===== config.mk =====
export PLATFORM = sky130hd
export DESIGN_NAME = gmii_rx_deframer
export DESIGN_NICKNAME = d
export VERILOG_FILES = /design/src/design/eth_frame_pkg.sv /design/src/design/eth_host_pkg.sv /design/src/design/crc32_d8.sv /design/src/design/gmii_rx_deframer.sv
export VERILOG_INCLUDE_DIRS = /design/src /design/src/include
export SDC_FILE = /design/constraint.sdc
export NUM_CORES = 1
export LEC_CHECK = 0
export BUFFER_PORTS_ARGS = -buffer_cell sky130_fd_sc_hd__buf_2
export CAP_MARGIN = 20
export CORE_MARGIN = 1
export CORE_UTILIZATION = 45
export CTS_BUF_LIST = sky130_fd_sc_hd__clkbuf_2 sky130_fd_sc_hd__clkbuf_4 sky130_fd_sc_hd__clkbuf_8
export DETAILED_ROUTE_END_ITERATION = 8
export GPL_TIMING_DRIVEN = 0
export MAX_ROUTING_LAYER = met4
export PLACE_DENSITY = 0.65
export SLEW_MARGIN = 10
export SYNTH_ARGS = -nofsm -noshare
export SYNTH_HDL_FRONTEND = slang
export SYNTH_SLANG_ARGS = --single-unit

===== constraint.sdc =====
create_clock -name clock -period 2.99 [get_ports clock]
set_input_delay 0.7475 -clock clock [delete_from_list [all_inputs] [get_ports clock]]
set_output_delay 0.7475 -clock clock [all_outputs]
set_load 0.02 [all_outputs]

===== src/include/eth_mac_macros.svh =====
`ifndef ETH_MAC_MACROS_SVH
`define ETH_MAC_MACROS_SVH

// ---------------------------------------------------------------------------
// buffer sizing
// ---------------------------------------------------------------------------
`define ETH_MAX_FRAME_BYTES 402           // bytes per slot, FCS included on rx
`define ETH_TX_SLOTS        4
`define ETH_RX_SLOTS        4

// ---------------------------------------------------------------------------
// GMII framing
// ---------------------------------------------------------------------------
`define ETH_PREAMBLE_BYTE   8'h55
`define ETH_SFD_BYTE        8'hD5
`define ETH_PREAMBLE_LEN    7
`define ETH_FCS_LEN         4
`define ETH_CRC_RESIDUE     32'hC704DD7B  // remainder over payload plus good FCS
`define ETH_IFG_CYCLES      12

`endif


===== src/design/eth_frame_pkg.sv =====
`default_nettype none

package eth_frame_pkg;

	typedef logic [7:0]  gmii_byte_t;
	typedef logic [31:0] crc32_t;

	typedef struct packed {
		gmii_byte_t data;
		logic       en;
		logic       er;
	} gmii_tx_t;

	typedef struct packed {
		gmii_byte_t data;
		logic       dv;
		logic       er;
	} gmii_rx_t;

	typedef enum logic [2:0] {
		TX_IDLE,
		TX_PREAMBLE,
		TX_SFD,
		TX_DATA,
		TX_FCS,
		TX_GAP
	} tx_state_e;

	typedef enum logic [1:0] {
		RX_IDLE,
		RX_PREAMBLE,
		RX_DATA,
		RX_DROP                           // wait for dv low, frame is lost
	} rx_state_e;

endpackage

`default_nettype wire


===== src/design/eth_host_pkg.sv =====
`default_nettype none

`include "eth_mac_macros.svh"

package eth_host_pkg;

	typedef logic [$clog2(`ETH_MAX_FRAME_BYTES)-1:0] frame_addr_t;
	typedef logic [$clog2(`ETH_MAX_FRAME_BYTES)-1:0] frame_len_t;

	// host command codes
	typedef enum logic [2:0] {
		READ       = 3'd0,                // byte of oldest rx frame
		READ_LEN   = 3'd1,
		READ_NEXT  = 3'd2,                // free oldest rx frame
		WRITE      = 3'd3,                // byte into open tx slot
		WRITE_LEN  = 3'd4,
		WRITE_NEXT = 3'd5                 // hand open tx slot to the framer
	} host_op_e;

	typedef struct packed {
		host_op_e                  op;
		frame_addr_t               addr;
		eth_frame_pkg::gmii_byte_t data;
	} host_req_t;

	typedef logic [15:0] host_result_t;

endpackage

`default_nettype wire


===== src/design/crc32_d8.sv =====
`timescale 1ns/1ps
`default_nettype none

module crc32_d8 (
	input  eth_frame_pkg::gmii_byte_t data_i,
	input  eth_frame_pkg::crc32_t     crc_i,
	output eth_frame_pkg::crc32_t     crc_o
);

	// x^32 + x^26 + x^23 + x^22 + x^16 + x^12 + x^11 + x^10 + x^8 + x^7 + x^5 + x^4 + x^2 + x + 1
	localparam eth_frame_pkg::crc32_t POLY = 32'h04C11DB7;

	eth_frame_pkg::crc32_t c;
	logic                  fb;

	// unrolled into the xor network, d[0] is the first bit on the wire
	always_comb begin
		c  = crc_i;
		fb = 1'b0;
		for (int i = 0; i < 8; i++) begin
			fb = c[31] ^ data_i[i];
			c  = {c[30:0], 1'b0} ^ (fb ? POLY : '0);
		end
		crc_o = c;
	end

endmodule

`default_nettype wire


===== src/design/gmii_rx_deframer.sv =====
`timescale 1ns/1ps
`default_nettype none

`include "eth_mac_macros.svh"

module gmii_rx_deframer (
	input  logic                      clock,
	input  logic                      reset,
	input  eth_frame_pkg::gmii_rx_t   rx_i,
	output logic                      wr_o,
	output eth_host_pkg::frame_addr_t wr_addr_o,
	output eth_frame_pkg::gmii_byte_t wr_data_o,
	output logic                      commit_o,
	output logic                      discard_o,
	input  logic                      ring_full_i
);

	eth_frame_pkg::rx_state_e  state;
	eth_frame_pkg::crc32_t     crc;
	eth_frame_pkg::crc32_t     crc_next;
	eth_host_pkg::frame_len_t  count;     // bytes after sfd including fcs
	logic [2:0]                pre_cnt;
	logic                      take;
	logic                      frame_ok;

	// bytes trail the wire by the fcs length so the fcs never reaches the ring
	eth_frame_pkg::gmii_byte_t dly [`ETH_FCS_LEN];

	crc32_d8 u_crc (
		.data_i (rx_i.data),
		.crc_i  (crc),
		.crc_o  (crc_next)
	);

	assign take = (state == eth_frame_pkg::RX_DATA) && rx_i.dv && !rx_i.er
		&& (count < `ETH_MAX_FRAME_BYTES);

	assign wr_o      = take && (count >= `ETH_FCS_LEN);
	assign wr_addr_o = eth_host_pkg::frame_addr_t'(count - `ETH_FCS_LEN);
	assign wr_data_o = dly[`ETH_FCS_LEN-1];

	assign frame_ok = (crc == `ETH_CRC_RESIDUE) && (count > `ETH_FCS_LEN) && !ring_full_i;

	// decided in the first cycle with dv low
	assign commit_o  = (state == eth_frame_pkg::RX_DATA) && !rx_i.dv && frame_ok;
	assign discard_o = !rx_i.dv && ((state == eth_frame_pkg::RX_DROP)
		|| ((state == eth_frame_pkg::RX_DATA) && !frame_ok));

	always_ff @(posedge clock) begin
		if (take) begin
			crc    <= crc_next;
			dly[0] <= rx_i.data;
			for (int i = 1; i < `ETH_FCS_LEN; i++)
				dly[i] <= dly[i-1];
		end else if (state != eth_frame_pkg::RX_DATA) begin
			crc <= '1;                    // preset while waiting for the sfd
		end
	end

	always_ff @(posedge clock) begin
		if (reset) begin
			state   <= eth_frame_pkg::RX_IDLE;
			pre_cnt <= '0;
			count   <= '0;
		end else begin
			case (state)
				eth_frame_pkg::RX_IDLE: begin
					if (rx_i.dv) begin
						if (!rx_i.er && rx_i.data == `ETH_PREAMBLE_BYTE) begin
							pre_cnt <= 3'd1;
							state   <= eth_frame_pkg::RX_PREAMBLE;
						end else begin
							state <= eth_frame_pkg::RX_DROP;
						end
					end
				end
				eth_frame_pkg::RX_PREAMBLE: begin
					if (!rx_i.dv)
						state <= eth_frame_pkg::RX_IDLE;
					else if (rx_i.er)
						state <= eth_frame_pkg::RX_DROP;
					else if (rx_i.data == `ETH_PREAMBLE_BYTE && pre_cnt < `ETH_PREAMBLE_LEN)
						pre_cnt <= pre_cnt + 1'b1;
					else if (rx_i.data == `ETH_SFD_BYTE && pre_cnt == `ETH_PREAMBLE_LEN) begin
						count <= '0;
						state <= eth_frame_pkg::RX_DATA;
					end else
						state <= eth_frame_pkg::RX_DROP;
				end
				eth_frame_pkg::RX_DATA: begin
					if (!rx_i.dv)
						state <= eth_frame_pkg::RX_IDLE;
					else if (take)
						count <= count + 1'b1;
					else
						state <= eth_frame_pkg::RX_DROP;  // er or oversize
				end
				eth_frame_pkg::RX_DROP: begin
					if (!rx_i.dv)
						state <= eth_frame_pkg::RX_IDLE;
				end
				default: state <= eth_frame_pkg::RX_IDLE;
			endcase
		end
	end

endmodule

`default_nettype wire


; After elaboration in Yosys (flattened, before gate mapping)
; Memories as Yosys holds them, arrays and structs flattened.
; Cells that the tools add are included.
[totals]
ff_bits = 46
mem_bits_rw = 32
inputBits = 13
out_inout_bits = 20
mem_count = 1
[mem_list]
columns = memory, words, word_bits, read_ports, rd_ports_with_merged_regs, write_ports, line_no
row1 = dly, 4, 8, 4, 0, 4, gmii_rx_deframer.sv:27  ; eth_frame_pkg::gmii_byte_t dly [`ETH_FCS_LEN];
[op_classes]
n_addsub = 3
magnitude_cmp = 4
n_eq_ne = 20
muxes = 35
bitwise_logic = 16
n_reduce_logical = 25
[ops]
columns = operator, count
row1 = 32-bit XOR, 8
row2 = 27-bit 2-to-1 mux, 8
row3 = 32-bit 2-to-1 mux, 2
row4 = 9-bit 2-to-1 mux, 6
row5 = "32-bit == test, second input constant", 1
row6 = "2-bit inequality test, second input constant", 11
row7 = 9-bit case mux with 2 select lines, 1
row8 = 2-bit 2-to-1 mux, 8
row9 = 3-bit 2-to-1 mux, 5
row10 = 1-bit logical AND, 13
row11 = "9-bit by 1-bit adder with 9-bit output, second input constant", 1
row12 = "9-bit by 3-bit >= comparator with 1-bit output, second input constant", 1
row13 = "9-bit by 3-bit greater-than comparator with 1-bit output, second input constant", 1
row14 = "9-bit < comparator, second input constant", 1
row15 = "9-bit by 3-bit subtractor with 9-bit output, second input constant", 1
row16 = "8-bit by 7-bit == test with 1-bit output, second input constant", 1
row17 = "8-bit == test, second input constant", 1
row18 = 2-bit case mux with 4 select lines, 1
row19 = 1-bit XOR, 8
row20 = 7-bit AND reduction, 1
row21 = 3-bit case mux with 2 select lines, 1
row22 = 6-bit AND reduction, 1
row23 = 2-bit nonzero test, 3
row24 = "2-bit == test, second input constant", 2
row25 = other kinds (11), 16

; Logic depth before layout (Yosys ltp)
[depth]
ltp_word = 25
ltp_mapped = 8

; Hierarchy
; A second synthesis with hierarchy kept.
[unflattened]
hier_cells = 301
hier_area_um2 = 3996.3
[modules_own_cells]
columns = module, instances, cells_per_inst, area_each_um2
row1 = gmii_rx_deframer, 1, 227, 3178.0
row2 = crc32_d8, 1, 74, 818.3

; Worst setup path after synthesis
; No wires, ideal clock.
[synth_timing]
kind = input port to flip-flop
startpoint = in rx_i[0] (netlist name)
endpoint = mem dly[0][0] (netlist name) (enable)
arrival_time_ns = 2.481
t_required_ns = 2.581
path_slack_ns = 0.100
cell_stages = 5
path_buffers = 1
cell_sequence = nand2b_1 -> nor2_1 -> nand2_1 -> inv_2 -> clkbuf_1
[synth_rtl]
columns = element, line_no
row1 = from (decl), gmii_rx_deframer.sv:9  ; input eth_frame_pkg::gmii_rx_t rx_i,
row2 = to (decl), gmii_rx_deframer.sv:27

; Final worst setup path
[layout_timing]
startpoint = reg crc[29]
endpoint = out discard_o
[layout_via]
elab_chain_len = 7
[layout_rtl]
columns = element, line_no
row1 = from (decl), gmii_rx_deframer.sv:19  ; eth_frame_pkg::crc32_t crc;
row2 = from (signal assigned), gmii_rx_deframer.sv:51  ; crc <= crc_next;
row3 = 32-bit == test (no line), --
row4 = 1-bit logical AND (2 in series), gmii_rx_deframer.sv:42  ; assign frame_ok = (crc == `ETH_CRC_RESIDUE) && (count > `ETH_FCS_LEN) && !ring_full_i;
row5 = 1-bit zero test, gmii_rx_deframer.sv:47  ; || ((state == eth_frame_pkg::RX_DATA) && !frame_ok));
row6 = 1-bit logical AND, gmii_rx_deframer.sv:47
row7 = 1-bit logical OR, gmii_rx_deframer.sv:47
row8 = 1-bit logical AND, gmii_rx_deframer.sv:46  ; assign discard_o = !rx_i.dv && ((state == eth_frame_pkg::RX_DROP)
row9 = to (decl), gmii_rx_deframer.sv:14  ; output logic discard_o,
; No other way between the ends.

==> qor.csv <==
stage;metric;value;unit
global_routing;antenna_found_initial;0;
status;outcome;finished clean;
sta;setup-violations-final;0;
synthesis;yosysSeqAreaShare;57.3;%
synthesis;synth.area.top_cells;edfxtp_1 50%, xnor2_1 9.6%, dfxtp_1 7.3%;
floorplanning;core_area;8220;µm²
sta;rsz0062_at_grt;no;
floorplanning;rows;33;
floorplanning;io_pins;33;
synthesis;synth.distinct_cells;46;
cells_and_area;nets;364;
worst_hold_path;hold_path_class;register to register;
synthesis;synth_area_per_cell;12.7;µm²
cts;cts_sinks;78;
global_routing;grt_max_degree;33;
floorplanning;die_y;94.4;µm
sta;hold_viol_final;0;
cells_and_area;syn2layout_area_growth;13.7;%
sta;timing.hold.ws;0.421;ns
cts;cts_inserted_buffers;9;
critical_path;critPathRequiredTime;2.24;ns
critical_path;end_kind;primary output;
detailed_routing;antenna_left;0;
cts;clock_latency;0.34;ns
synthesis;ys_seq_elements;78;
detailed_routing;post_drt_wl_per_cell;16.3;µm
detailed_routing;vias;2401;
detailed_routing;drt_iter0_drc;125;
place;dp.cells;440;
cells_and_area;drive_above_1_share;20.2;%
detailed_routing;drt-pass1-iter-count;4;
cells_and_area;antenna_cells;0;
cts;cts-root-buf;clkbuf_8;
detailed_routing;wirelength;7.42;mm
floorplanning;start_util;46.7;%
sta;relSlewSlack;40.3;%
global_routing;grt_pass1_vias;2253;
floorplanning;die_w;94.4;µm
critical_path;path_class;register to primary output;
job;cap_violations;0;
cts;cts_tree;done;
cts;postCtsHoldBufs;0;
sta;min_period;2.83;ns
sta;layout_setup_ws;0.156;ns
power;power;2330;µW
synthesis;synth_edf_count;64;
synthesis;async_flop_share;0;%
power;p_per_area;533;nW/µm²
synthesis;synth_fp_nets;320;
critical_path;start_kind;register;
floorplanning;die-area;8910;µm²
synthesis;synth.largest_area_cell;edfxtp_1;
place;port_buffers;32;
cts;clk_pin_slew;0.08;ns
sta;tightest_slew;0.890;ns
synthesis;syn_area;3840;µm²
cts;htreeDepth;3;
cts;cts.path.max_buffers;2;
synthesis;ys_warn_count;0;
synthesis;postSynthCellCount;302;
power;peakVddDrop;304;µV
global_routing;grt_usage;18.4;%
synthesis;synth_top_flop_cell;edfxtp_1;
cells_and_area;fin_cells;456;
global_routing;gr-total-overflow;0;
global_routing;grt_pass1_wl;11.6;mm
place;place_ws;-0.0239;ns
critical_path;cp_data_arrival_time;2.09;ns
detailed_routing;drc;0;
detailed_routing;viasPerCell;5.27;
sta;finalClockSkew;0.0106;ns
sta;max_freq;353;MHz
cells_and_area;fin_area;4370;µm²
sta;fin_crit_sh;94.8;%
sta;maxSlewViolCount;0;
place;place_hpwl;5.35;mm
place;dpl-instance-area;4160;µm²
place;place.gp.congestion;0.852;
critical_path;path_max_fanout;2;
synthesis;netlist.area_leader.share;50.0;%
cts;post_cts_buffers;0;
power;leakagePower;0.00142;µW
stage by stage:
step	util, %	setup TNS (ns)
after CTS	53.0	0
after global placement	50.3	-30.99
after floorplan	-	0
final	53.1	0
after global routing	53.1	0
after detailed placement	50.6	-0.0340
registers in the layout (all words and copies together), names as in the netlist:
signal / flops
dly: 32
crc: 32
pre_cnt: 3
count: 9
state: 2
cell type report:
class,instances,area [µm²]
inverters,4,15.0
clock inverters,7,72.6
repair buffers,33,180
fillers,749,3850
clock buffers,9,124
multi-input cells,211,1600
flip-flops and latches,78,2200
well taps,105,131
plain buffers,9,42.5
synthesized netlist by cell type, types with 2 or more instances:
cell type / n
a21oi_1: 11
o21ai_0: 10
or2_2: 2
nor3_1: 5
ha_1: 5
and2_1: 2
nand3_1: 5
dfxtp_1: 14
xor2_4: 2
buf_4: 2
mux2i_1: 3
xnor2_1: 42
xnor3_1: 3
nor4_1: 3
nand4_1: 6
nand4b_1: 3
nand2_1: 35
edfxtp_1: 64
inv_1: 3
nand3b_1: 3
xnor2_2: 4
and3_1: 4
clkbuf_1: 7
nor4b_1: 2
nand2b_1: 7
xor2_1: 18
nor2_1: 15
xor2_2: 2
nor2b_1: 2
a31oi_1: 2
logic make-up (layout without fill, tap and decap cells):
family	Yosys count	in the layout	share of synthesized area, %
AOI/OAI and AO/OA	27	27	3.94
xor gates and xnor gates	72	72	20.1
adders and majority gates	5	5	1.63
buffers and inverters	13	62	1.47
DFF	78	78	57.3
muxes	3	3	0.782
and+or+nand+nor	104	104	14.7
power by group:
| group | leakage (µW) | switching [µW] | internal, µW |
|---|---|---|---|
| registers | 0.000650 | 11.6 | 1190 |
| logic | 0.000677 | 182 | 157 |
| clock network | 0.0000972 | 400 | 387 |
| total | 0.00142 | 594 | 1730 |
cell usage in the layout, fill, tap and decap left out, drive strengths merged, types with 2 or more instances in the layout:
| cell | n |
|---|---|
| nor2b | 2 |
| buf | 35 |
| and2 | 2 |
| or2 | 2 |
| xnor2 | 47 |
| clkinv | 4 |
| a31oi | 2 |
| o21ai | 10 |
| xnor3 | 3 |
| xor2 | 22 |
| nand2 | 35 |
| nand3b | 3 |
| nand2b | 7 |
| and3 | 4 |
| nor3 | 6 |
| clkbuf | 16 |
| edfxtp | 64 |
| ha | 5 |
| nor4 | 4 |
| nand3 | 5 |
| mux2i | 3 |
| nand4 | 6 |
| inv | 5 |
| nor2 | 15 |
| nand4b | 3 |
| a21oi | 11 |
| nor4b | 2 |
| dfxtp | 14 |
worst max-delay path, stage by stage, from the launching register on:
cell and delay [ns]:
edfxtp_1 0.50, nor4b_2 0.38, nand4_1 0.14, nor4_1 0.25, nand3_1 0.17, nor2b_1 0.16
buf_2 0.15
worst paths after layout:
path | from | to | slack (ns) | depth (start not counted)
min | dly[2][3]$_DFFE_PP_ | dly[3][3]$_DFFE_PP_ | 0.42 | 0
max reg2reg | crc[27]$_SDFFCE_PN1P_ | crc[7]$_SDFFCE_PN1P_ | 0.48 | 5
min reg2reg | dly[2][3]$_DFFE_PP_ | dly[3][3]$_DFFE_PP_ | 0.42 | 0
max | crc[29]$_SDFFCE_PN1P_ | discard_o | 0.16 | 6
repair_timing:
action,CTS,global route
resized for setup,1,2
pin swaps,0,1
setup endpoints to repair,2,3
gates cloned,0,0
layer usage:
metal	vias up	part of all wire, %	global-route usage [%]
met2	57	47	27.4
met5	-	0	-
met1	1161	45	24.1
met4	0	2.3	8.21
met3	16	5.3	4.11
li1	1167	-	-
(Power assumes the default switching activity.)
