**src/include/eth_mac_macros.svh**
```systemverilog
`ifndef ETH_MAC_MACROS_SVH
`define ETH_MAC_MACROS_SVH

// ---------------------------------------------------------------------------
// buffer sizing
// ---------------------------------------------------------------------------
`define ETH_MAX_FRAME_BYTES 402           // bytes per slot, FCS included on rx
`define ETH_TX_SLOTS        4
`define ETH_RX_SLOTS        4

// ---------------------------------------------------------------------------
// GMII framing
// ---------------------------------------------------------------------------
`define ETH_PREAMBLE_BYTE   8'h55
`define ETH_SFD_BYTE        8'hD5
`define ETH_PREAMBLE_LEN    7
`define ETH_FCS_LEN         4
`define ETH_CRC_RESIDUE     32'hC704DD7B  // remainder over payload plus good FCS
`define ETH_IFG_CYCLES      12

`endif

```
**src/design/eth_frame_pkg.sv**
```systemverilog
`default_nettype none

package eth_frame_pkg;

	typedef logic [7:0]  gmii_byte_t;
	typedef logic [31:0] crc32_t;

	typedef struct packed {
		gmii_byte_t data;
		logic       en;
		logic       er;
	} gmii_tx_t;

	typedef struct packed {
		gmii_byte_t data;
		logic       dv;
		logic       er;
	} gmii_rx_t;

	typedef enum logic [2:0] {
		TX_IDLE,
		TX_PREAMBLE,
		TX_SFD,
		TX_DATA,
		TX_FCS,
		TX_GAP
	} tx_state_e;

	typedef enum logic [1:0] {
		RX_IDLE,
		RX_PREAMBLE,
		RX_DATA,
		RX_DROP                           // wait for dv low, frame is lost
	} rx_state_e;

endpackage

`default_nettype wire

```
**src/design/eth_host_pkg.sv**
```systemverilog
`default_nettype none

`include "eth_mac_macros.svh"

package eth_host_pkg;

	typedef logic [$clog2(`ETH_MAX_FRAME_BYTES)-1:0] frame_addr_t;
	typedef logic [$clog2(`ETH_MAX_FRAME_BYTES)-1:0] frame_len_t;

	// host command codes
	typedef enum logic [2:0] {
		READ       = 3'd0,                // byte of oldest rx frame
		READ_LEN   = 3'd1,
		READ_NEXT  = 3'd2,                // free oldest rx frame
		WRITE      = 3'd3,                // byte into open tx slot
		WRITE_LEN  = 3'd4,
		WRITE_NEXT = 3'd5                 // hand open tx slot to the framer
	} host_op_e;

	typedef struct packed {
		host_op_e                  op;
		frame_addr_t               addr;
		eth_frame_pkg::gmii_byte_t data;
	} host_req_t;

	typedef logic [15:0] host_result_t;

endpackage

`default_nettype wire

```
**src/design/crc32_d8.sv**
```systemverilog
`timescale 1ns/1ps
`default_nettype none

module crc32_d8 (
	input  eth_frame_pkg::gmii_byte_t data_i,
	input  eth_frame_pkg::crc32_t     crc_i,
	output eth_frame_pkg::crc32_t     crc_o
);

	// x^32 + x^26 + x^23 + x^22 + x^16 + x^12 + x^11 + x^10 + x^8 + x^7 + x^5 + x^4 + x^2 + x + 1
	localparam eth_frame_pkg::crc32_t POLY = 32'h04C11DB7;

	eth_frame_pkg::crc32_t c;
	logic                  fb;

	// unrolled into the xor network, d[0] is the first bit on the wire
	always_comb begin
		c  = crc_i;
		fb = 1'b0;
		for (int i = 0; i < 8; i++) begin
			fb = c[31] ^ data_i[i];
			c  = {c[30:0], 1'b0} ^ (fb ? POLY : '0);
		end
		crc_o = c;
	end

endmodule

`default_nettype wire

```
**src/design/gmii_tx_framer.sv**
```systemverilog
`timescale 1ns/1ps
`default_nettype none

`include "eth_mac_macros.svh"

module gmii_tx_framer (
	input  logic                      clock,
	input  logic                      reset,
	output eth_frame_pkg::gmii_tx_t   tx_o,
	input  logic                      ring_empty_i,
	input  eth_host_pkg::frame_len_t  ring_len_i,
	output eth_host_pkg::frame_addr_t ring_addr_o,
	input  eth_frame_pkg::gmii_byte_t ring_data_i,
	output logic                      ring_release_o
);

	eth_frame_pkg::tx_state_e  state;
	eth_frame_pkg::crc32_t     crc;
	eth_frame_pkg::crc32_t     crc_next;
	eth_host_pkg::frame_addr_t addr;      // next payload byte
	logic [3:0]                cnt;       // preamble, fcs and gap counter

	// top crc byte complemented and bit reversed
	function automatic eth_frame_pkg::gmii_byte_t fcs_byte(input eth_frame_pkg::crc32_t c);
		eth_frame_pkg::gmii_byte_t b;
		for (int i = 0; i < 8; i++)
			b[i] = ~c[31 - i];
		return b;
	endfunction

	crc32_d8 u_crc (
		.data_i (ring_data_i),
		.crc_i  (crc),
		.crc_o  (crc_next)
	);

	assign ring_addr_o    = addr;
	assign ring_release_o = (state == eth_frame_pkg::TX_FCS) && (cnt == 4'(`ETH_FCS_LEN));

	always_ff @(posedge clock) begin
		if (reset) begin
			state   <= eth_frame_pkg::TX_IDLE;
			cnt     <= '0;
			tx_o.en <= 1'b0;
			tx_o.er <= 1'b0;
		end else begin
			case (state)
				eth_frame_pkg::TX_IDLE: begin
					if (!ring_empty_i) begin
						tx_o.data <= `ETH_PREAMBLE_BYTE;
						tx_o.en   <= 1'b1;
						cnt       <= 4'd1;
						state     <= eth_frame_pkg::TX_PREAMBLE;
					end
				end
				eth_frame_pkg::TX_PREAMBLE: begin
					if (cnt == 4'(`ETH_PREAMBLE_LEN)) begin
						tx_o.data <= `ETH_SFD_BYTE;
						addr      <= '0;
						crc       <= '1;  // crc preset
						state     <= eth_frame_pkg::TX_SFD;
					end else begin
						tx_o.data <= `ETH_PREAMBLE_BYTE;
						cnt       <= cnt + 1'b1;
					end
				end
				eth_frame_pkg::TX_SFD: begin
					tx_o.data <= ring_data_i;     // first payload byte
					crc       <= crc_next;
					addr      <= addr + 1'b1;
					state     <= eth_frame_pkg::TX_DATA;
				end
				eth_frame_pkg::TX_DATA: begin
					if (addr < ring_len_i) begin
						tx_o.data <= ring_data_i;
						crc       <= crc_next;
						addr      <= addr + 1'b1;
					end else begin
						tx_o.data <= fcs_byte(crc);
						crc       <= crc << 8;
						cnt       <= 4'd1;
						state     <= eth_frame_pkg::TX_FCS;
					end
				end
				eth_frame_pkg::TX_FCS: begin
					if (cnt == 4'(`ETH_FCS_LEN)) begin
						tx_o.data <= '0;
						tx_o.en   <= 1'b0;
						cnt       <= 4'd1;
						state     <= eth_frame_pkg::TX_GAP;
					end else begin
						tx_o.data <= fcs_byte(crc);
						crc       <= crc << 8;
						cnt       <= cnt + 1'b1;
					end
				end
				eth_frame_pkg::TX_GAP: begin
					if (cnt == 4'(`ETH_IFG_CYCLES))
						state <= eth_frame_pkg::TX_IDLE;
					else
						cnt <= cnt + 1'b1;
				end
				default: state <= eth_frame_pkg::TX_IDLE;
			endcase
		end
	end

	// the head slot stays in the ring until its last fcs byte is out
	a_slot_held: assert property (@(posedge clock) disable iff (reset)
		!(state inside {eth_frame_pkg::TX_IDLE, eth_frame_pkg::TX_GAP}) |-> !ring_empty_i);

endmodule

`default_nettype wire

```
**config.mk**
```make
export PLATFORM = sky130hd
export DESIGN_NAME = gmii_tx_framer
export DESIGN_NICKNAME = d
export VERILOG_FILES = /design/src/design/eth_frame_pkg.sv /design/src/design/eth_host_pkg.sv /design/src/design/crc32_d8.sv /design/src/design/gmii_tx_framer.sv
export VERILOG_INCLUDE_DIRS = /design/src /design/src/include
export SDC_FILE = /design/constraint.sdc
export NUM_CORES = 1
export LEC_CHECK = 0
export BUFFER_PORTS_ARGS = -buffer_cell sky130_fd_sc_hd__buf_2
export CAP_MARGIN = 20
export CORE_MARGIN = 2
export CORE_UTILIZATION = 45
export DETAILED_ROUTE_END_ITERATION = 16
export GPL_TIMING_DRIVEN = 1
export SYNTH_ARGS = -nofsm -noshare
export SYNTH_HDL_FRONTEND = slang
export SYNTH_SLANG_ARGS = --single-unit
export TNS_END_PERCENT = 10
```
**constraint.sdc**
```tcl
create_clock -name clock -period 3.6 [get_ports clock]
set_input_delay 0.18 -clock clock [delete_from_list [all_inputs] [get_ports clock]]
set_output_delay 0.18 -clock clock [all_outputs]
set_load 0.005 [all_outputs]
```
Yosys cells after proc, flatten, opt, wreduce, memory -nomap -nowiden
Cells that the tools add are included.
{"block": "totals", "register_bits": 57, "out_inout_bits": 20}
{"block": "op_classes", "add_sub_neg": 2, "n_lt_le_gt_ge": 1, "eq_ne": 17, "mux": 34, "n_bitwise": 25, "n_reduce_logical": 13}
{"operator": "$xor A32 B32 Y32", "n": 8}
{"operator": "$mux W27", "n": 8}
{"operator": "$pmux W32 S4", "n": 1}
{"operator": "$mux W32", "n": 3}
{"operator": "$pmux W8 S5", "n": 1}
{"operator": "$mux W9", "n": 3}
{"operator": "$pmux W9 S3", "n": 1}
{"operator": "$mux W8", "n": 3}
{"operator": "$mux W4", "n": 5}
{"operator": "$pmux W4 S5", "n": 1}
{"operator": "$pmux W3 S6", "n": 1}
{"operator": "$ne A2 B2 Y1 const B", "n": 8}
{"operator": "$mux W3", "n": 5}
{"operator": "$reduce_and A5 Y1", "n": 2}
{"operator": "$reduce_bool A5 Y1", "n": 2}
{"operator": "$add A9 B1 Y9 const B", "n": 1}
{"operator": "$lt A9 B9 Y1", "n": 1}
{"operator": "$not A1 Y1", "n": 9}
{"operator": "$eq A4 B3 Y1 const B", "n": 2}
{"operator": "$reduce_and A4 Y1", "n": 2}
{"operator": "$xor A1 B1 Y1", "n": 8}
{"operator": "$eq A3 B2 Y1 const B", "n": 2}
{"operator": "$eq A3 B3 Y1 const B", "n": 2}
{"operator": "$reduce_and A3 Y1", "n": 2}
{"operator": "11 further kinds", "n": 11}

Longest topological paths before layout
Gate-level depths: netlist of the first run.
{"block": "depth", "word_depth": 26, "ltp_mapped": 10, "depth_no_buf": 8}

Cells and area by module
Synthesis of the first run repeated with hierarchy kept, for this count alone.
{"block": "unflattened", "hier_cells": 314, "area_unflattened_um2": 3880.0}
{"module": "gmii_tx_framer", "instances": 1, "cells_per_inst": 248, "area_each_um2": 2960.3, "seq_area_each_um2": 1631.6}
{"module": "crc32_d8", "instances": 1, "cells_per_inst": 66, "area_each_um2": 919.6, "seq_area_each_um2": 0.0}

Least setup slack after synthesis of the first run
Ideal clock, no wire load.
{"block": "synth_path", "path_type": "register to register", "startpoint": "register cnt[0]", "endpoint": "register crc[0] (enable)", "arrival_ns": 2.540, "path_slack_ns": 0.639, "path_stages_with_launch": 8, "path_buffers": 0, "period_less_slack_ns": 2.961, "cell_sequence": "dfxtp_1 > inv_1 > ha_1 > and3b_1 > nand2b_1 > nor3_1 > nor2_1 > nor2_1"}
{"block": "synth_via", "elab_chain_cells": 3, "elab_cells_between_ends": 5, "classes_between": "eq/ne: 4; reduce/logical: 1"}
{"element": "from (decl)", "line_no": "gmii_tx_framer.sv:21", "text": "logic [3:0] cnt;"}
{"element": "from (signal assigned)", "line_no": "gmii_tx_framer.sv:64", "text": "cnt <= cnt + 1'b1;"}
{"element": "from (signal assigned)", "line_no": "gmii_tx_framer.sv:94", "text": "cnt <= cnt + 1'b1;"}
{"element": "from (signal assigned)", "line_no": "gmii_tx_framer.sv:101", "text": "cnt <= cnt + 1'b1;"}
{"element": "$eq A4 B3 Y1 (on tied branches)", "line_no": "gmii_tx_framer.sv:86, gmii_tx_framer.sv:57"}
{"element": "$ne A2 B2 Y1 (no line)"}
{"element": "$reduce_and A4 Y1 (no line) (*)"}
{"element": "to (signal assigned)", "line_no": "gmii_tx_framer.sv:76", "text": "crc <= crc_next;"}
{"element": "to (signal assigned)", "line_no": "gmii_tx_framer.sv:80", "text": "crc <= crc << 8;"}
{"element": "to (signal assigned)", "line_no": "gmii_tx_framer.sv:93", "text": "crc <= crc << 8;"}
{"element": "to (decl)", "line_no": "gmii_tx_framer.sv:18", "text": "eth_frame_pkg::crc32_t crc;"}
Mark *: on every way between the ends. The rest lies on a longest branch, timed or not.
A chain may end at the register's enable or synchronous reset.

Worst setup path after layout of the first run
{"block": "layout_path", "startpoint": "register addr[6] (netlist: ring_addr_o[6])", "endpoint": "register tx_o[8] in the netlist's numbering, data pin"}
{"block": "layout_via", "elab_chain_cells": 3}
{"element": "from (decl)", "line_no": "gmii_tx_framer.sv:20", "text": "eth_host_pkg::frame_addr_t addr;"}
{"element": "from (signal assigned)", "line_no": "gmii_tx_framer.sv:70", "text": "addr <= addr + 1'b1;"}
{"element": "from (signal assigned)", "line_no": "gmii_tx_framer.sv:77", "text": "addr <= addr + 1'b1;"}
{"element": "$lt A9 B9 Y1", "line_no": "gmii_tx_framer.sv:74", "text": "if (addr < ring_len_i) begin"}
{"element": "$mux W8", "line_no": "gmii_tx_framer.sv:74"}
{"element": "$pmux W8 S5", "line_no": "gmii_tx_framer.sv:47", "text": "case (state)"}
{"element": "to (decl)", "line_no": "gmii_tx_framer.sv:9", "text": "output eth_frame_pkg::gmii_tx_t tx_o,"}
Every way passes these cells.

==> run metrics, run 1 <==
number of synthesized flops with an enable pin 49; post-route setup TNS 0 ns; DP Area 0.00405 mm²; YS warnings 0; Routed WL 8700 µm; initial antenna violation count 0; ys async rst share 0; die height 94.8 µm; design area 0.00424 mm²; IO Count 40; crit-path leading delay family compound AO/OA/AOI/OAI gates; remaining global-route overflow 0; Final Max Tran Viols 0; Worst Path Class, Setup reg2reg; worst reg-to-reg setup slack 0.79 ns; Ant. Diodes 0; post-synthesis instance area ~0.0037 mm²; postcts setup bufs 0; Netlist cell types slightly below 50; Period minus WS final 2.81 ns; gr usage total 0.205; Critical Path Start ring_addr_o[6]; Clock Path Buffers 2; Hold Path Class in2reg; CTS Hold Bufs 0; detailed router's first-iteration violation count between 200 and 250; Critical Path End Type flip-flop; GPL Wtd Cong 0.821; Worst Setup Start Kind flip-flop; worst path cell trace ha_1, a21oi_1, o21ai_0, a21oi_1, o31a_1, buf_4, a21oi_1, o21ai_0; vias in the first global route 2797; CP peak stage delay 0.80 ns; via density per instance a little under 6; post-route setup slack 0.787 ns; CP endpoint tx_o[8]; CP max-delay cell o31a_1; PD cells 364 mW/mm²; H-tree depth 3; Synth Flop Type edfxtp_1; Crit path required time 3.77 ns; reg2reg path depth 8; clk sinks 57; Post-DP HPWL slightly below 6000 µm; Seq cells post-synth 57; crit share post-route 0.781; number of routed nets with antenna violations 0; CP bufs+invs 1; row count 33; Max-slew headroom 0.365; CTS tree yes; most frequent cells in the layout edfxtp_1, buf_2, xnor2_1; die area 0.00898 mm²; final number of hold-violating endpoints 0; static leakage 1.51 nW; largest net degree at the start of global routing 33; worst hold margin 0.170 ns; Synth Area per Inst 10.5 µm²; critical path peak fanout 24; Layout area overhead 14.4%; Mapped Nets roughly 380; first-pass GRT wire length 14200 µm; Post-Syn Instances 353; most frequent CP cell a21oi_1; root buf cell clkbuf_8; Clock Skew around 0.011 ns; number of buffers created by CTS 9; max frequency around 360 MHz; die width 94.8 µm; Slew @ Worst Pin 0.953 ns; CTS clk-pin slew, worst paths ~0.08 ns; via count approximately 2900; register area share after synthesis 0.440; Starting Density 0.458; Max VDD drop approximately 0.16 mV; Worst Path Arrival slightly below 3 ns; net total in the final layout 425; dpl ws 0.802 ns; max cap viols 0; RSZ-0062 raised after global routing no; r2r startpoint ring_addr_o[6]; Buffers on Ports 38; DRC Markers 0; DRT Pass-1 Iters 4; layout cell share with drive strength beyond 1 0.211; Core Region just over 0.008 mm²; Clock Latency Late Sink ~0.34 ns; Tot Pwr 1.54 mW; CTS-repair resized insts 0; Crit. path cell count 8; routed len/inst 17.3 µm; Reg-to-Reg End tx_o[8]; Final setup viols 0; status complete, no violations; hold depth 3; commonest non-fill, non-tap cell in the layout edfxtp_1
[logic make-up (layout without fill, tap and decap cells)]
kind of cell	Yosys count	in the layout	share of synthesized area
buffers and inverters	36	82	0.0378
multiplexers	1	1	0.00270
flip-flops	57	57	0.440
adder cells (fa/ha/maj)	11	11	0.0371
AND/OR/NAND/NOR	84	84	0.115
AO/OA/AOI/OAI	109	109	0.212
XOR/XNOR	54	54	0.155
other	1	1	0.00101
[worst min-delay path by stage]
| stage | from | to | slack (ns) |
|---|---|---|---|
| after global placement | cnt[1] | cnt[1] | 0.50 |
| after global routing | ring_data_i[4] | tx_o[6] | 0.17 |
| after CTS | reset | tx_o[1] | 0.16 |
| final | ring_data_i[3] | tx_o[5] | 0.17 |
| after floorplan | reset | cnt[1] | 0.36 |
| after detailed placement | tx_o[1] | tx_o[1] | 0.50 |
[power breakdown]
group	total, mW	switching (mW)	internal [mW]
sequential	0.723	0.00889	0.715
clock	0.608	0.290	0.318
combinational	0.213	0.123	0.0898
total	1.54	0.423	1.12
[cell usage after synthesis (3+ instances only)]
library cell | number | area share
a211o_1 | 18 | 0.043
a211oi_1 | 4 | 0.0081
a21o_1 | 3 | 0.0061
a21oi_1 | 21 | 0.028
a221o_1 | 17 | 0.046
a311oi_1 | 4 | 0.0094
and3_1 | 7 | 0.012
clkbuf_1 | 18 | 0.018
dfxtp_1 | 8 | 0.043
edfxtp_1 | 49 | 0.40
ha_1 | 11 | 0.037
inv_1 | 15 | 0.015
nand2_1 | 9 | 0.0091
nand2b_1 | 6 | 0.010
nand3_1 | 5 | 0.0067
nor2_1 | 23 | 0.023
nor3_1 | 21 | 0.028
o21ai_0 | 26 | 0.035
xnor2_1 | 36 | 0.085
xnor2_2 | 11 | 0.048
xor2_1 | 6 | 0.014
[metal layers]
layer,GRT usage,share of wire,vias to the layer above
met5,0,0,-
met4,0.0664,0.010,0
met3,0.0303,0.046,9
met2,0.320,0.47,82
met1,0.293,0.47,1434
li1,-,-,1420
[cell type report]
cell class                 instances  area [µm²]
tap                              105         131
sequential                        57        1630
clock inverter                     7        71.3
timing repair buffer              51         288
clock buffer                       9         124
fill                             737        3850
inverter                          15        56.3
multi-input combinational        260        1940
[metrics by stage]
step           std cells  utilization
2_1_floorplan        353            -
3_3_place_gp         488        0.500
3_5_place_dp         488        0.500
4_1_cts              504        0.524
5_1_grt              504        0.524
6_report             504        0.524
[registers in the layout, summed over array words and instances, names as in the netlist]
name / count
cnt: 4
crc: 32
ring_addr_o: 9
state: 3
tx_o: 9
[worst min-delay path, delay by kind of cell]
kind	cells	cell delay (ns)
buffers and inverters	1	0.11
AO/OA/AOI/OAI	1	0.06
AND/OR/NAND/NOR	1	0.05
Note: power is estimated with default switching activity, not from simulation.
==> run 2, diff against run 1 <==
==> constraint.sdc (replaced) <==
create_clock -name clock -period 2.8 [get_ports clock]
set_input_delay 0.14 -clock clock [delete_from_list [all_inputs] [get_ports clock]]
set_output_delay 0.14 -clock clock [all_outputs]
set_load 0.005 [all_outputs]
==> run metrics, run 2 (same netlist as run 1, synthesis figures left out) <==
Reg with most FFs crc (unchanged); clk sinks 57 (unchanged); gr usage total 0.210 (was 0.205); Post-Layout Cell Count 515 (was 504); first-pass GRT wire length 14400 µm (was 14200 µm); Filler Cell Count 714 (was 737); multi-input logic area 0.00194 mm² (about the same); worst hold margin 0.124 ns (was 0.170 ns); Reg-to-Reg End crc[31] (was tx_o[8]); Ant. Diodes 0 (unchanged); worst reg-to-reg setup slack 0.30 ns (was 0.79 ns); CTS tree yes (unchanged); via density per instance 5.68 (was 5.84); net total in the final layout 436 (was 425); detailed router's first-iteration violation count 201 (was 204); Comb power frac 0.131 (was 0.138); DRT Pass-1 Iters 4 (unchanged); Max VDD drop 0.301 mV (was 0.158 mV); Worst Path Arrival 2.60 ns (was 2.98 ns); reg2reg path depth 7 (was 8); initial antenna violation count 0 (unchanged); Final Max Tran Viols 0 (unchanged); final number of hold-violating endpoints 0 (unchanged); Starting Density 0.458 (unchanged); Buffers on Ports 38 (unchanged); Clock Skew 0.00866 ns (was 0.0109 ns); commonest non-fill, non-tap cell in the layout edfxtp_1 (unchanged); design area 0.00441 mm² (was 0.00424 mm²); root buf cell clkbuf_8 (unchanged); DP Area 0.00414 mm² (was 0.00405 mm²); post-route setup TNS 0 ns (unchanged); Net Sw Power 528 µW (was 423 µW); Core Region 0.00809 mm² (unchanged); Clock Path Buffers 2 (unchanged); max cap viols 0 (unchanged); die width 94.8 µm (unchanged); power share of the clock group 0.460 (was 0.394); hold path startpoint ring_data_i[3] (unchanged); crit share post-route 0.894 (was 0.781); remaining global-route overflow 0 (unchanged); Clock Latency Late Sink 0.34 ns (about the same); number of buffers created by CTS 9 (unchanged); postcts setup bufs 0 (unchanged); RSZ-0062 raised after global routing no (unchanged); IO Count 40 (unchanged); Hold Path Class in2reg (unchanged); Post-DP HPWL 5790 µm (was 5840 µm); CTS clk-pin slew, worst paths 0.07 ns (was 0.08 ns); Int Power 1.73 mW (was 1.12 mW); Worst Setup Start Kind flip-flop (unchanged); Slew @ Worst Pin 0.708 ns (was 0.953 ns); number of flip-flops under the largest register name 32 (unchanged); Seq. cell area 0.00163 mm² (unchanged); Final setup viols 0 (unchanged); die area 0.00898 mm² (unchanged); static leakage 1.60 nW (was 1.51 nW); Crit path required time 2.89 ns (was 3.77 ns); H-tree depth 3 (unchanged); sequential power share 0.410 (was 0.468); max frequency 399 MHz (was 355 MHz); GPL Wtd Cong 0.845 (was 0.821); routed len/inst 17.0 µm (was 17.3 µm); via count 2925 (was 2945); dpl cells 499 (was 488); Max-slew headroom 0.525 (was 0.365); Tot Pwr 2.26 mW (was 1.54 mW); hold depth 3 (unchanged); number of routed nets with antenna violations 0 (unchanged); Critical Path End Type flip-flop (unchanged); row count 33 (unchanged); dpl ws 0.146 ns (was 0.802 ns); sw frac 0.234 (was 0.274); Min-Delay Endpoint tx_o[5] (unchanged); DRC Markers 0 (unchanged); die height 94.8 µm (unchanged); post-route setup slack 0.296 ns (was 0.787 ns); Util after Layout 0.545 (was 0.524); r2r startpoint ring_addr_o[3] (was ring_addr_o[6]); Routed WL 8770 µm (was 8700 µm); critical path peak fanout 22 (was 24); vias in the first global route 2853 (was 2797); most frequent cells in the layout edfxtp_1, buf_2, xnor2_1 (unchanged); layout cell share with drive strength beyond 1 0.234 (was 0.211); Worst Path Class, Setup reg2reg (unchanged); status complete, no violations (unchanged); Period minus WS final 2.50 ns (was 2.81 ns); Layout area overhead 18.9% (was 14.4%); largest net degree at the start of global routing 33 (unchanged); PD cells 513 mW/mm² (was 364 mW/mm²)
## run 2: how the worst max path moves through the flow
stage	slack (ns)	endpoint	startpoint
after global placement	0.17	tx_o[5]	ring_addr_o[6]
after detailed placement	0.15	tx_o[8]	ring_addr_o[7]
after floorplan	0.04	ring_addr_o[0]	ring_addr_o[3]
after global routing	0.14	crc[18]	ring_addr_o[3]
final	0.30	crc[31]	ring_addr_o[3]
after CTS	0.12	tx_o[8]	ring_addr_o[7]
## run 2: cell type report
class / instances / share of cell area
clock inverter: 7 / 0.0321
sequential: 57 / 0.370
multi-input combinational: 260 / 0.440
timing repair buffer: 62 / 0.0869
inverter: 15 / 0.0128
tap: 105 / 0.0298
clock buffer: 9 / 0.0281
## run 2: worst max-delay path, cell delays in order, from the launching register on
cell      delay (ns)
edfxtp_1        0.40
ha_1            0.32
a21o_1          0.16
a21oi_1         0.17
o21ai_0         0.14
a21o_2          0.37
a221o_1         0.39
a211o_1         0.30
## run 2: what timing repair did
item                                    CTS  global route
hold buffers                              0             0
gates resized for setup                   0             2
endpoints found under the setup margin    0            12
## run 2: layer usage
| metal | global-route usage | share of wire | vias up |
|---|---|---|---|
| met5 | 0 | 0 | - |
| met4 | 0.0833 | 0.017 | 0 |
| met3 | 0.0391 | 0.058 | 10 |
| met2 | 0.326 | 0.47 | 78 |
| met1 | 0.290 | 0.46 | 1400 |
| li1 | - | - | 1437 |
## run 2: power by group through the flow
stage | clock network [mW] | logic [mW] | registers, mW
after CTS | 1.06 | 0.295 | 0.925
after global routing | 1.11 | 0.324 | 0.926
after floorplan | 0 | 0.207 | 0.945
final | 1.04 | 0.295 | 0.925
after detailed placement | 0 | 0.292 | 0.944
after global placement | 0 | 0.289 | 0.943
